==> src/rtl/socPkg.sv <==
`default_nettype none

package socPkg;

    // bus geometry
    localparam int addrWidth = 16;
    localparam int dataWidth = 32;
    localparam int byteLanes = dataWidth / 8;
    localparam int maxTimers = 8;

    // region code lives in the top address nibble
    localparam int regionLsb = 12;
    localparam int regionWidth = addrWidth - regionLsb;
    localparam logic [regionWidth-1:0] regionRam = 4'd0;
    localparam logic [regionWidth-1:0] regionTimer = 4'd1;
    localparam logic [regionWidth-1:0] regionIntc = 4'd2;

    // timers are packed 16 bytes apart from 0x1000
    localparam int timerStride = 16;
    localparam logic [addrWidth-1:0] timerControlOffset = 16'h0;
    localparam logic [addrWidth-1:0] timerReloadOffset = 16'h4;
    localparam logic [addrWidth-1:0] timerCountOffset = 16'h8;

    // interrupt controller registers
    localparam logic [addrWidth-1:0] intcPendingOffset = 16'h0;
    localparam logic [addrWidth-1:0] intcMaskOffset = 16'h4;

    typedef struct packed {
        logic                  read;
        logic                  write;
        logic [byteLanes-1:0]  byteEnable;
        logic [addrWidth-1:0]  address;
        logic [dataWidth-1:0]  writeData;
    } busRequestT;

    typedef struct packed {
        logic                  valid;
        logic [dataWidth-1:0]  data;
    } readResponseT;

    // enable in bit 0, autoReload in bit 1
    typedef struct packed {
        logic [dataWidth-3:0]  reserved;
        logic                  autoReload;
        logic                  enable;
    } timerControlT;

    // same write word, seen as reload value or as control fields
    typedef union packed {
        logic [dataWidth-1:0]  value;
        timerControlT          control;
    } timerWordT;

endpackage

`default_nettype wire

==> src/rtl/intervalTimer.sv <==
`timescale 1ns/1ps
`default_nettype none

module intervalTimer (
    input  wire logic                clk,
    input  wire logic                reset,
    input  wire socPkg::busRequestT  timerRequest,
    output socPkg::readResponseT     timerResponse,
    output logic                     expire
);

    import socPkg::*;

    timerControlT          controlQ;
    logic [dataWidth-1:0]  reloadQ;
    logic [dataWidth-1:0]  countQ;
    timerWordT             writeWord;
    logic                  writeControl;
    logic                  writeReload;
    logic                  tick;
    logic                  lastTick;
    logic [dataWidth-1:0]  readData;
    logic                  readValidQ;
    logic [dataWidth-1:0]  readDataQ;

    assign writeWord.value = timerRequest.writeData;
    assign writeControl = timerRequest.write && timerRequest.address == timerControlOffset;
    assign writeReload = timerRequest.write && timerRequest.address == timerReloadOffset;

    // a stopped count of zero never ticks
    assign tick = controlQ.enable && countQ != '0;
    assign lastTick = tick && countQ == dataWidth'(1);

    always_ff @(posedge clk) begin
        if (reset) begin
            controlQ <= '0;
            reloadQ <= '0;
            countQ <= '0;
            expire <= 1'b0;
        end else begin
            expire <= lastTick;
            if (lastTick) begin
                if (controlQ.autoReload) begin
                    countQ <= reloadQ;
                end else begin
                    // one-shot stops at zero
                    countQ <= '0;
                    controlQ.enable <= 1'b0;
                end
            end else if (tick) begin
                countQ <= countQ - 1'b1;
            end
            // software writes win over counting
            if (writeControl) begin
                controlQ <= '{'0, writeWord.control.autoReload, writeWord.control.enable};
            end
            if (writeReload) begin
                reloadQ <= writeWord.value;
                countQ <= writeWord.value;
            end
        end
    end

    always_comb begin
        case (timerRequest.address)
            timerControlOffset: readData = controlQ;
            timerReloadOffset:  readData = reloadQ;
            timerCountOffset:   readData = countQ;
            default:            readData = '0;
        endcase
    end

    always_ff @(posedge clk) begin
        if (reset) begin
            readValidQ <= 1'b0;
        end else begin
            readValidQ <= timerRequest.read;
        end
    end

    always_ff @(posedge clk) begin
        readDataQ <= readData;
    end

    assign timerResponse = '{readValidQ, readDataQ};

    // expiry only ever follows a count of one
    assert property (@(posedge clk) disable iff (reset) expire |-> $past(countQ) == dataWidth'(1));

endmodule

`default_nettype wire

==> config.mk <==
export PLATFORM = sky130hd
export DESIGN_NAME = intervalTimer
export DESIGN_NICKNAME = d
export VERILOG_FILES = /design/src/rtl/socPkg.sv /design/src/rtl/intervalTimer.sv
export SDC_FILE = /design/constraint.sdc
export NUM_CORES = 1
export LEC_CHECK = 0
export ABC_AREA = 1
export BUFFER_PORTS_ARGS = -buffer_cell sky130_fd_sc_hd__buf_2
export CORE_UTILIZATION = 48
export CTS_CLUSTER_SIZE = 25
export DETAILED_ROUTE_END_ITERATION = 10
export PLACE_DENSITY = 0.74
export SLEW_MARGIN = 20
export SYNTH_ARGS = -nofsm -noshare
export SYNTH_HDL_FRONTEND = slang
export SYNTH_SLANG_ARGS = --single-unit
==> constraint.sdc <==
create_clock -name clk -period 2 [get_ports clk]
set_input_delay 0.4 -clock clk [delete_from_list [all_inputs] [get_ports clk]]
set_output_delay 0.4 -clock clk [all_outputs]
set_load 0.01 [all_outputs]
Word level (Yosys, flattened, before mapping)
Index checks and enable logic that the tools add are counted.

operators by class
  $add $sub $neg = 1
  equal/unequal tests = 4
  mux-type cells = 8
  reduce and logical (&&, ||, !) cells = 9

operators by type and width
  kind                                                                      count
  32-bit 2-to-1 mux                                                         4
  32-bit one-hot mux with 3 select lines                                    1
  32-bit by 1-bit == test with 1-bit output (second input constant)         1
  32-bit nonzero test                                                       1
  32-bit by 1-bit subtractor with 32-bit output (second input constant)     1
  16-bit by 3-bit == test with 1-bit output (second input constant)         1
  16-bit by 4-bit == test with 1-bit output (second input constant)         1
  16-bit logical NOT                                                        1
  1-bit logical AND                                                         4
  1-bit 2-to-1 mux                                                          3
  3-bit nonzero test                                                        1
  2-bit by 1-bit inequality test with 1-bit output (second input constant)  1
  2-bit AND reduction                                                       1
  2-bit nonzero test                                                        1

storage, ports and cells
  flip-flop bits (word level) = 100
  input bits = 56
  output and inout port bits = 34
  word-level logic and storage cells = 29

Longest topological paths before layout
Gate-level depths: netlist (run 1).

  depth in word-level cells = 5
  gate-level depth with buffers = 13

Worst setup path after synthesis (run 1)
Ideal clock, no wire load.

  path kind = register -> register
  start point = reg countQ[20]
  end point = reg countQ[23]
  library setup time = 119 ps
  arrival = 1423 ps
  data required time = 1881 ps
  slack = 457 ps
  stages on the path, launching flop included = 11
  path buffers = 2
  cells stage by stage = dfxtp_1 nor2_1 nand2_1 nor2_4 nand3_1 nor2_4 buf_4 buf_6 nand3_1 nand3_1 a21oi_1

between the ends
  longest elaborated chain between the ends = 5
  elaborated cells on any way between the ends = 9
  classes of those cells = add/sub: 1; eq/ne: 1; mux: 3; reduce/logical: 4

ends and longest elaborated chain
  item                                                                                                   line                 source
  start: declaration                                                                                     intervalTimer.sv:16  logic [dataWidth-1:0] countQ;
  start signal: assignment                                                                               intervalTimer.sv:44  countQ <= reloadQ;
  start signal: assignment                                                                               intervalTimer.sv:51  countQ <= countQ - 1'b1;
  start signal: assignment                                                                               intervalTimer.sv:59  countQ <= writeWord.value;
  parallel branches: the longest is 5 deep, another holds 32-bit by 1-bit subtractor with 32-bit output  -

Parallel ways; which one is timed is not known. The select of a mux whose other input is x is not followed.
A chain may end at the register's enable or synchronous reset.

Worst setup path after layout (run 1)
  start point = reg countQ[0]
  end point = reg countQ[26]

The elaborated chain is that of the path after synthesis.

==> results of run 1 <==
final cells by class:
class | instances | area (sq um) | area share
Clock buffer | 13 | 149 | 0.0241
Sequential cell | 100 | 2000 | 0.324
Clock inverter | 3 | 22.5 | 0.00365
Timing Repair Buffer | 110 | 688 | 0.111
Multi-Input combinational cell | 604 | 2800 | 0.453
Tap cell | 140 | 175 | 0.0284
Inverter | 91 | 342 | 0.0553
timing repair:
action,4_1_cts,5_1_grt
setup endpoints to repair,0,26
gates resized for setup,0,3
hold buffers,0,0
setup buffers,0,1
stage by stage:
stage	cell area, sq um	worst slack [ns]	total power [mW]
after floorplan	5360	0.457	2.07
after global placement	5980	0.130	2.12
after detailed placement	5980	0.137	2.13
after CTS	6160	0.122	3.29
after global routing	6170	0.0147	3.38
final	6170	0.168	3.27
routing by layer:
| metal | up-vias | share of wire | GRT usage |
|---|---|---|---|
| li1 | 2790 | - | - |
| met1 | 2328 | 0.48 | 0.352 |
| met2 | 159 | 0.44 | 0.383 |
| met3 | 16 | 0.058 | 0.0321 |
| met4 | 0 | 0.015 | 0.0734 |
| met5 | - | 0 | 0 |
critical path, stage by stage, from the launching register on:
cell and delay [ns]:
dfxtp_1 0.35, inv_1 0.13, ha_1 0.21, nand2_2 0.13, nor2_2 0.29, nand2_1 0.17, o21ai_0 0.18, nand2_1 0.07
nand2_1 0.06, nand2_1 0.05, nand2_1 0.05, a21oi_1 0.06
state kept, by name, indices dropped and copies added (netlist names):
signal / cells
countQ: 32
readDataQ: 32
reloadQ: 32
controlQ: 2
expire: 1
readValidQ: 1
cell usage after synthesis, types with 2 or more instances:
master    count
xor2_1       19
clkbuf_1     15
o21ai_0      69
nor2_2        6
buf_2        11
nor2_4        6
nand2_1     268
nand4_1       5
nand3_1      75
buf_4         2
nor3_1        2
nand2_2       6
buf_1         8
inv_2         2
a21oi_1      65
buf_6         7
nor2_1       71
o211ai_1      2
dfxtp_1     100
ha_1          3
inv_1        89
kinds of logic (layout without fill, tap and decap cells):
family                   after synthesis  in the layout
adder cells (fa/ha/maj)                3              3
AND/OR/NAND/NOR                      443            443
AO/OA/AOI/OAI                        138            138
flip-flops                           100            100
XOR/XNOR                              20             20
buffers and inverters                134            217
power by group through the flow:
stage | sequential (mW) | clock [mW] | combinational [mW]
3_3_place_gp | 2.04 | 0 | 0.0869
2_1_floorplan | 2.04 | 0 | 0.0295
3_5_place_dp | 2.04 | 0 | 0.0880
5_1_grt | 1.99 | 1.29 | 0.0985
6_report | 1.99 | 1.19 | 0.0878
4_1_cts | 1.99 | 1.22 | 0.0884
how the worst max path moves through the flow:
stage            endpoint  cells after the start
6_report       countQ[26]                     11
5_1_grt        countQ[13]                     11
4_1_cts        countQ[10]                     11
3_5_place_dp   countQ[31]                     11
3_3_place_gp    countQ[1]                     11
2_1_floorplan  countQ[23]                     10
==> impl_metrics.py, run 1 <==
metrics = {
    "global_routing": {
        "grt-ovfl-total": 0,
        "grt_pass1_vias": 4735,
        "antenna_found_initial": 0,
        "grtUsageTotal": 0.246,
        "grt_pass1_wl_microns": 22700,
        "grt_start_max_net_pins": 40,
    },
    "floorplanning": {
        "die_w_microns": 108,
        "num_io_pins": 90,
        "die_area_sq_um": 11600,
        "die_y_microns": 108,
        "start_util": 0.495,
        "coreArea_sq_um": 10800,
        "num_rows": 38,
    },
    "detailed_routing": {
        "firstDrtPassIters": 6,
        "wl_microns": 13400,
        "drt_iter0_drc": 362,
        "vias_per_cell": 4.99,
        "antenna_left": 0,
        "num_vias": 5293,
        "routedWlPerCell_microns": 12.6,
        "drc": 0,
    },
    "placed_design": {
        "dp_cells": 1044,
        "gp_congestion": 0.975,
        "dp_hpwl_microns": 9400,
        "io_buffers": 85,
    },
    "min_path": {
        "hold_end": "readValidQ",
        "min_from": "timerRequest[53]",
        "holdPathStages": 3,
        "hp-class": "input pin to register",
    },
    "finish": {
        "final_common_cell": "nand2_1",
        "diodes": 0,
        "layout_common_cells": "267 x nand2_1, 100 x dfxtp_1, 89 x inv_1, 85 x buf_2, 75 x nand3_1",
        "nets": 975,
        "final_layout_size_suffix_gt1_frac": 0.162,
        "fillers": 1119,
        "fin_cells": 1061,
        "syn_to_final_growth_pct": 15.1,
        "final_util": 0.569,
    },
    "clock_network": {
        "cts.clk_slew.worst_paths_ns": 0.09,
        "clk_latency_ns": 0.38,
        "cts-root-buf": "clkbuf_8",
        "cts_inserted_buffers": 9,
        "clock_sinks": 100,
        "cts_tree": "built",
        "cts.path.max_buffers": 2,
        "htree_num_levels": 3,
    },
    "critical_path": {
        "r2r_start": "countQ[0]",
        "arrival_ns": 2.10,
        "r2r_end": "countQ[26]",
        "worstSetupStartpoint": "countQ[0]",
        "rr_worst_depth": 11,
        "r2r_setup_slack_ns": 0.17,
        "critPathCaptureType": "register",
        "startpoint_type": "register",
        "worst_ep_required_time_ns": 2.27,
        "path_class": "register to register",
        "cp_max_fo": 5,
    },
    "timing": {
        "worstMarginPinSlew_ns": 0.864,
        "clock_skew_ns": 0.0104,
        "finalCritPeriodShare": 0.916,
        "hold_ws_ns": 0.224,
        "drv_slew": 0,
        "hold_viol_final": 0,
        "max_freq_mhz": 546,
        "setup_violations": 0,
        "rsz0062_at_grt": "no",
        "fin_crit_ns": 1.83,
        "slew_headroom": 0.424,
        "fin_tns_setup_ns": 0,
    },
    "status": {
        "status": "completed",
    },
    "logic_synthesis": {
        "ys_async_sr_fraction": 0,
        "syn_nets": 897,
        "yosys.area_share.simple": 0.348,
        "ys_warn_count": 0,
        "avgSynthCellArea_sq_um": 6.40,
        "yosysTopAreaCell": "dfxtp_1",
        "yosys.area_share.adder": 0.00700,
        "netlist_instances": 838,
        "synth_top_family_by_area": "simple AND/OR/NAND/NOR gates",
        "synthXorXnorAreaFrac": 0.0327,
        "muxShareOfSynthArea": 0,
        "yosys.area.top_type_share": 0.373,
        "synth_compound_area_frac": 0.131,
        "yosysUniqueCellTypes": 28,
        "synthTopCellsByArea": "dfxtp_1 37%, nand2_1 19%, nand3_1 7.0%",
        "synth-seq-cells": 100,
        "ys_seq_area_frac": 0.373,
        "synth_flop_cell": "dfxtp_1",
        "synth_area_sq_um": 5360,
        "synth_edf_count": 0,
    },
    "power": {
        "sequentialPowerShare": 0.609,
        "p_switching_uw": 748,
        "p_sw_frac": 0.229,
        "power_frac_clock": 0.364,
        "combPwrFrac": 0.027,
        "leakage_nw": 3.21,
        "ir_worst_vdd_mv": 0.324,
        "power_density_nw_per_um2": 529,
        "power.internal_mw": 2.52,
    },
    "run": {
        "cap_violations": 0,
    },
}
Power figures use the tool's default switching activity.
==> inputs of run 2 (changes only) <==
Settings changed: CORE_ASPECT_RATIO from default to 0.75.
==> impl_metrics.py, run 2 (same netlist as run 1, synthesis figures left out) <==
metrics = {
    "status": {
        "status": "completed",
    },
    "timing": {
        "max_freq_mhz": 547,
        "fin_tns_setup_ns": 0,
        "clock_skew_ns": 0.00586,
        "fin_crit_ns": 1.83,
        "slew_headroom": 0.756,
        "rsz0062_at_grt": "no",
        "worstMarginPinSlew_ns": 0.366,
        "setup_violations": 0,
        "finalCritPeriodShare": 0.914,
        "drv_slew": 0,
        "hold_viol_final": 0,
        "worst_slack_ns": 0.172,
    },
    "power": {
        "leakage_nw": 3.28,
        "ir_worst_vdd_mv": 0.406,
        "power_density_nw_per_um2": 628,
    },
    "min_path": {
        "holdPathStages": 3,
        "min_from": "timerRequest[53]",
        "hp-class": "input pin to register",
    },
    "floorplanning": {
        "die_area_sq_um": 11600,
        "die_w_microns": 124,
        "num_rows": 33,
        "coreArea_sq_um": 10900,
        "num_io_pins": 90,
        "start_util": 0.492,
        "die_y_microns": 93.5,
    },
    "critical_path": {
        "startpoint_type": "register",
        "critPathCaptureType": "register",
        "path_class": "register to register",
        "r2r_start": "countQ[6]",
        "arrival_ns": 2.07,
        "worstSetupStartpoint": "countQ[6]",
        "cp_max_fo": 30,
        "worst_ep_required_time_ns": 2.24,
        "rr_worst_depth": 11,
    },
    "finish": {
        "syn_to_final_growth_pct": 17.5,
        "layout_common_cells": "268 x nand2_1, 100 x dfxtp_1, 89 x inv_1, 85 x buf_2, 75 x nand3_1",
        "final_common_cell": "nand2_1",
        "fillers": 1112,
        "nets": 977,
        "final_layout_size_suffix_gt1_frac": 0.163,
        "reg.largest.list": "countQ (32), readDataQ (32), reloadQ (32)",
        "seq_area_sq_um": 2000,
        "multiInputGateArea_sq_um": 2790,
        "diodes": 0,
    },
    "placed_design": {
        "gp_congestion": 0.917,
        "io_buffers": 85,
        "dp_hpwl_microns": 9870,
        "pre_cts_slack_ns": 0.0820,
    },
    "run": {
        "cap_violations": 0,
    },
    "detailed_routing": {
        "drt_iter0_drc": 560,
        "wl_microns": 14200,
        "firstDrtPassIters": 5,
        "routedWlPerCell_microns": 13.4,
        "drc": 0,
        "antenna_left": 0,
        "num_vias": 5457,
        "vias_per_cell": 5.13,
    },
    "clock_network": {
        "htree_num_levels": 3,
        "cts.path.max_buffers": 2,
        "cts_resized": 0,
        "cts_tree": "built",
        "cts.clk_slew.worst_paths_ns": 0.06,
        "cts_inserted_buffers": 9,
        "clock_sinks": 100,
        "clk_latency_ns": 0.35,
        "cts-root-buf": "clkbuf_16",
        "postCtsSetupRepairBufs": 0,
        "ctsHoldBuffers": 0,
    },
    "global_routing": {
        "grt-ovfl-total": 0,
        "grtUsageTotal": 0.264,
        "grt_start_max_net_pins": 33,
        "antenna_found_initial": 0,
        "grt_pass1_wl_microns": 23800,
        "grt_pass1_vias": 4877,
    },
}
-- run 2: changes by cell type in the layout (fill, tap and decap cells not counted), sizes merged --
cell	before	now
clkinv	0	1
bufinv	0	2
clkbuf	13	12
clkinvlp	3	1
buf	110	112
-- run 2: final timing paths --
kind              slack [ns]          to
setup reg to reg        0.17  countQ[25]
hold reg to reg         0.48  reloadQ[1]
setup / recovery        0.17  countQ[25]
hold / removal          0.25  readValidQ
-- run 2: metal layers --
metal / global-route usage / vias to the layer above / share of wire
met5: 0 / - / 0
li1: - / 2796 / -
met4: 0.0764 / 0 / 0.013
met1: 0.385 / 2440 / 0.51
met3: 0.0579 / 16 / 0.078
met2: 0.385 / 205 / 0.40
-- run 2: final cells by class --
cell class | instances | share of cell area
multi-input combinational | 604 | 0.442
sequential | 100 | 0.318
timing repair buffer | 112 | 0.108
inverter | 91 | 0.0542
clock buffer | 12 | 0.0391
tap | 140 | 0.0278
clock inverter | 4 | 0.0115
-- run 2: report_power, final --
| part | switching, mW | internal (mW) | total, mW | leakage (nW) |
|---|---|---|---|---|
| combinational | 0.0470 | 0.0436 | 0.0906 | 2.32 |
| sequential | 0.000285 | 1.99 | 1.99 | 0.805 |
| clock | 0.744 | 1.13 | 1.87 | 0.153 |
-- run 2: per-stage QoR --
step | hold slack [ns] | std cells | utilization | area (sq um) | power, mW
floorplan | 0.445 | 838 | - | 5360 | 2.07
global placement | 0.460 | 1047 | 0.549 | 5980 | 2.13
detailed placement | 0.471 | 1047 | 0.549 | 5980 | 2.13
CTS | 0.241 | 1063 | 0.578 | 6300 | 3.98
global route | 0.275 | 1063 | 0.578 | 6300 | 4.07
finish | 0.246 | 1063 | 0.578 | 6300 | 3.96
-- run 2: worst max-delay path, stage by stage (launching register included) --
cell	delay (ns)
dfxtp_1	0.37
nor2_1	0.16
nand2_1	0.17
nor2_1	0.16
nand2_2	0.09
inv_2	0.05
nand2_1	0.07
nand2_2	0.12
nand2_4	0.08
buf_12	0.17
o21ai_0	0.19
a21oi_1	0.06
==> inputs of run 3 (changes only) <==
Settings changed: CORE_UTILIZATION 48 to 45, PLACE_DENSITY 0.74 to 0.66.
==> impl_metrics.py, run 3 (same netlist as run 1, synthesis figures left out) <==
metrics = {
    "placed_design": {
        "dp_hpwl_microns": 10200,
        "postPlaceCellArea_sq_um": 6140,
        "gp_congestion": 0.896,
        "dp_cells": 1086,
        "io_buffers": 85,
    },
    "critical_path": {
        "path_buf_inv": 2,
        "critical-path-top-delay-family": "simple AND/OR/NAND/NOR gates",
        "path_class": "register to register",
        "max_stage_delay_ns": 0.33,
        "critPathCaptureType": "register",
        "startpoint_type": "register",
        "arrival_ns": 2.05,
        "worst_ep_required_time_ns": 2.22,
        "path_cells": "nor2_1, nand2_1, nor2_4, buf_4, nand3_2, nor2_4, buf_4, o21ai_0, nand3_1, a21oi_1",
        "cp_max_fo": 15,
        "cpMaxStageDelayCell": "dfxtp_1",
    },
    "floorplanning": {
        "start_util": 0.462,
        "die_w_microns": 128,
        "die_area_sq_um": 12400,
        "num_io_pins": 90,
        "die_y_microns": 96.5,
        "coreArea_sq_um": 11600,
        "num_rows": 34,
    },
    "finish": {
        "diodes": 0,
        "multiInputGateArea_sq_um": 2790,
        "final_util": 0.556,
        "final_common_cell": "nand2_1",
        "layout_common_cells": "267 x nand2_1, 100 x dfxtp_1, 89 x inv_1, 85 x buf_2, 75 x nand3_1",
        "seq_area_sq_um": 2000,
        "syn_to_final_growth_pct": 20.4,
        "final_layout_size_suffix_gt1_frac": 0.183,
        "nets": 998,
        "reg.largest.list": "countQ (32), readDataQ (32), reloadQ (32)",
        "fin_area_sq_um": 6450,
        "fillers": 1223,
        "fin_cells": 1106,
    },
    "clock_network": {
        "cts.path.max_buffers": 2,
        "clock_sinks": 100,
        "cts.clk_slew.worst_paths_ns": 0.07,
        "cts_inserted_buffers": 9,
        "clk_latency_ns": 0.35,
        "cts-root-buf": "clkbuf_16",
        "htree_num_levels": 3,
        "ctsHoldBuffers": 0,
        "cts_tree": "built",
    },
    "timing": {
        "hold_viol_final": 0,
        "worstMarginPinSlew_ns": 0.455,
        "drv_slew": 0,
        "max_freq_mhz": 544,
        "finalCritPeriodShare": 0.919,
        "fin_crit_ns": 1.84,
        "slew_headroom": 0.697,
        "setup_violations": 0,
        "clock_skew_ns": 0.00850,
    },
    "power": {
        "power.internal_mw": 2.91,
        "sequentialPowerShare": 0.534,
        "p_switching_uw": 814,
        "power_frac_clock": 0.442,
        "p_sw_frac": 0.218,
        "ir_worst_vdd_mv": 0.398,
        "power_density_nw_per_um2": 578,
        "leakage_nw": 3.38,
        "combPwrFrac": 0.024,
    },
    "detailed_routing": {
        "drt_iter0_drc": 412,
        "drc": 0,
        "vias_per_cell": 4.94,
        "wl_microns": 14700,
        "num_vias": 5462,
        "firstDrtPassIters": 5,
        "antenna_left": 0,
        "routedWlPerCell_microns": 13.3,
    },
    "run": {
        "cap_violations": 0,
    },
    "global_routing": {
        "grt_start_max_net_pins": 38,
        "grt_pass1_vias": 4817,
        "grt-ovfl-total": 0,
        "antenna_found_initial": 0,
        "grtUsageTotal": 0.251,
        "grt_pass1_wl_microns": 24200,
    },
    "status": {
        "status": "completed",
    },
    "min_path": {
        "hp-class": "input pin to register",
    },
}
## run 3: final timing paths
kind	startpoint	to	slack (ns)	cells after the start
hold reg to reg	reloadQ[1]	reloadQ[1]	0.47	2
setup reg to reg	countQ[10]	countQ[1]	0.16	10
setup / recovery	countQ[10]	countQ[1]	0.16	10
hold / removal	timerRequest[53]	readValidQ	0.25	3
## run 3: final cells by class
| type | count | share of cell area |
|---|---|---|
| well taps | 162 | 0.0314 |
| clock buffers | 11 | 0.0376 |
| flip-flops and latches | 100 | 0.310 |
| multi-input cells | 604 | 0.433 |
| repair buffers | 133 | 0.129 |
| inverters | 91 | 0.0529 |
| clock inverters | 5 | 0.00582 |
## run 3: power by group through the flow
stage | logic [mW] | registers [mW] | clock network [mW]
floorplan | 0.0295 | 2.04 | 0
global placement | 0.0890 | 2.04 | 0
detailed placement | 0.0905 | 2.04 | 0
CTS | 0.0909 | 1.99 | 1.68
global route | 0.102 | 1.99 | 1.77
finish | 0.0912 | 1.99 | 1.65
## run 3: repair_timing
action,4_1_cts,5_1_grt
setup buffers,0,4
endpoints found under the setup margin,0,15
resized for setup,0,3
## run 3: worst reg2reg max path: cells and delay by family, from the launching register on
family / cells / cell delay, ns
and+or+nand+nor: 6 / 0.82
DFF: 1 / 0.33
AOI/OAI and AO/OA: 2 / 0.17
buffers and inverters: 2 / 0.38
## run 3: layer usage
metal / track usage / share of wire / routed length, microns / up-vias
li1: - / - / - / 2838
met5: 0 / 0 / 0 / -
met2: 0.380 / 0.41 / 6010 / 164
met1: 0.360 / 0.52 / 7650 / 2434
met3: 0.0446 / 0.052 / 768 / 26
met4: 0.0843 / 0.019 / 284 / 0
## run 3: per-stage QoR
| step | TNS, ns | worst slack, ns | hold WS [ns] | power, mW |
|---|---|---|---|---|
| after floorplan | 0 | 0.457 | 0.445 | 2.07 |
| after global placement | 0 | 0.0945 | 0.456 | 2.13 |
| after detailed placement | 0 | 0.0447 | 0.463 | 2.13 |
| after CTS | 0 | 0.106 | 0.248 | 3.76 |
| after global routing | -0.00187 | -0.00187 | 0.254 | 3.86 |
| final | 0 | 0.161 | 0.254 | 3.73 |
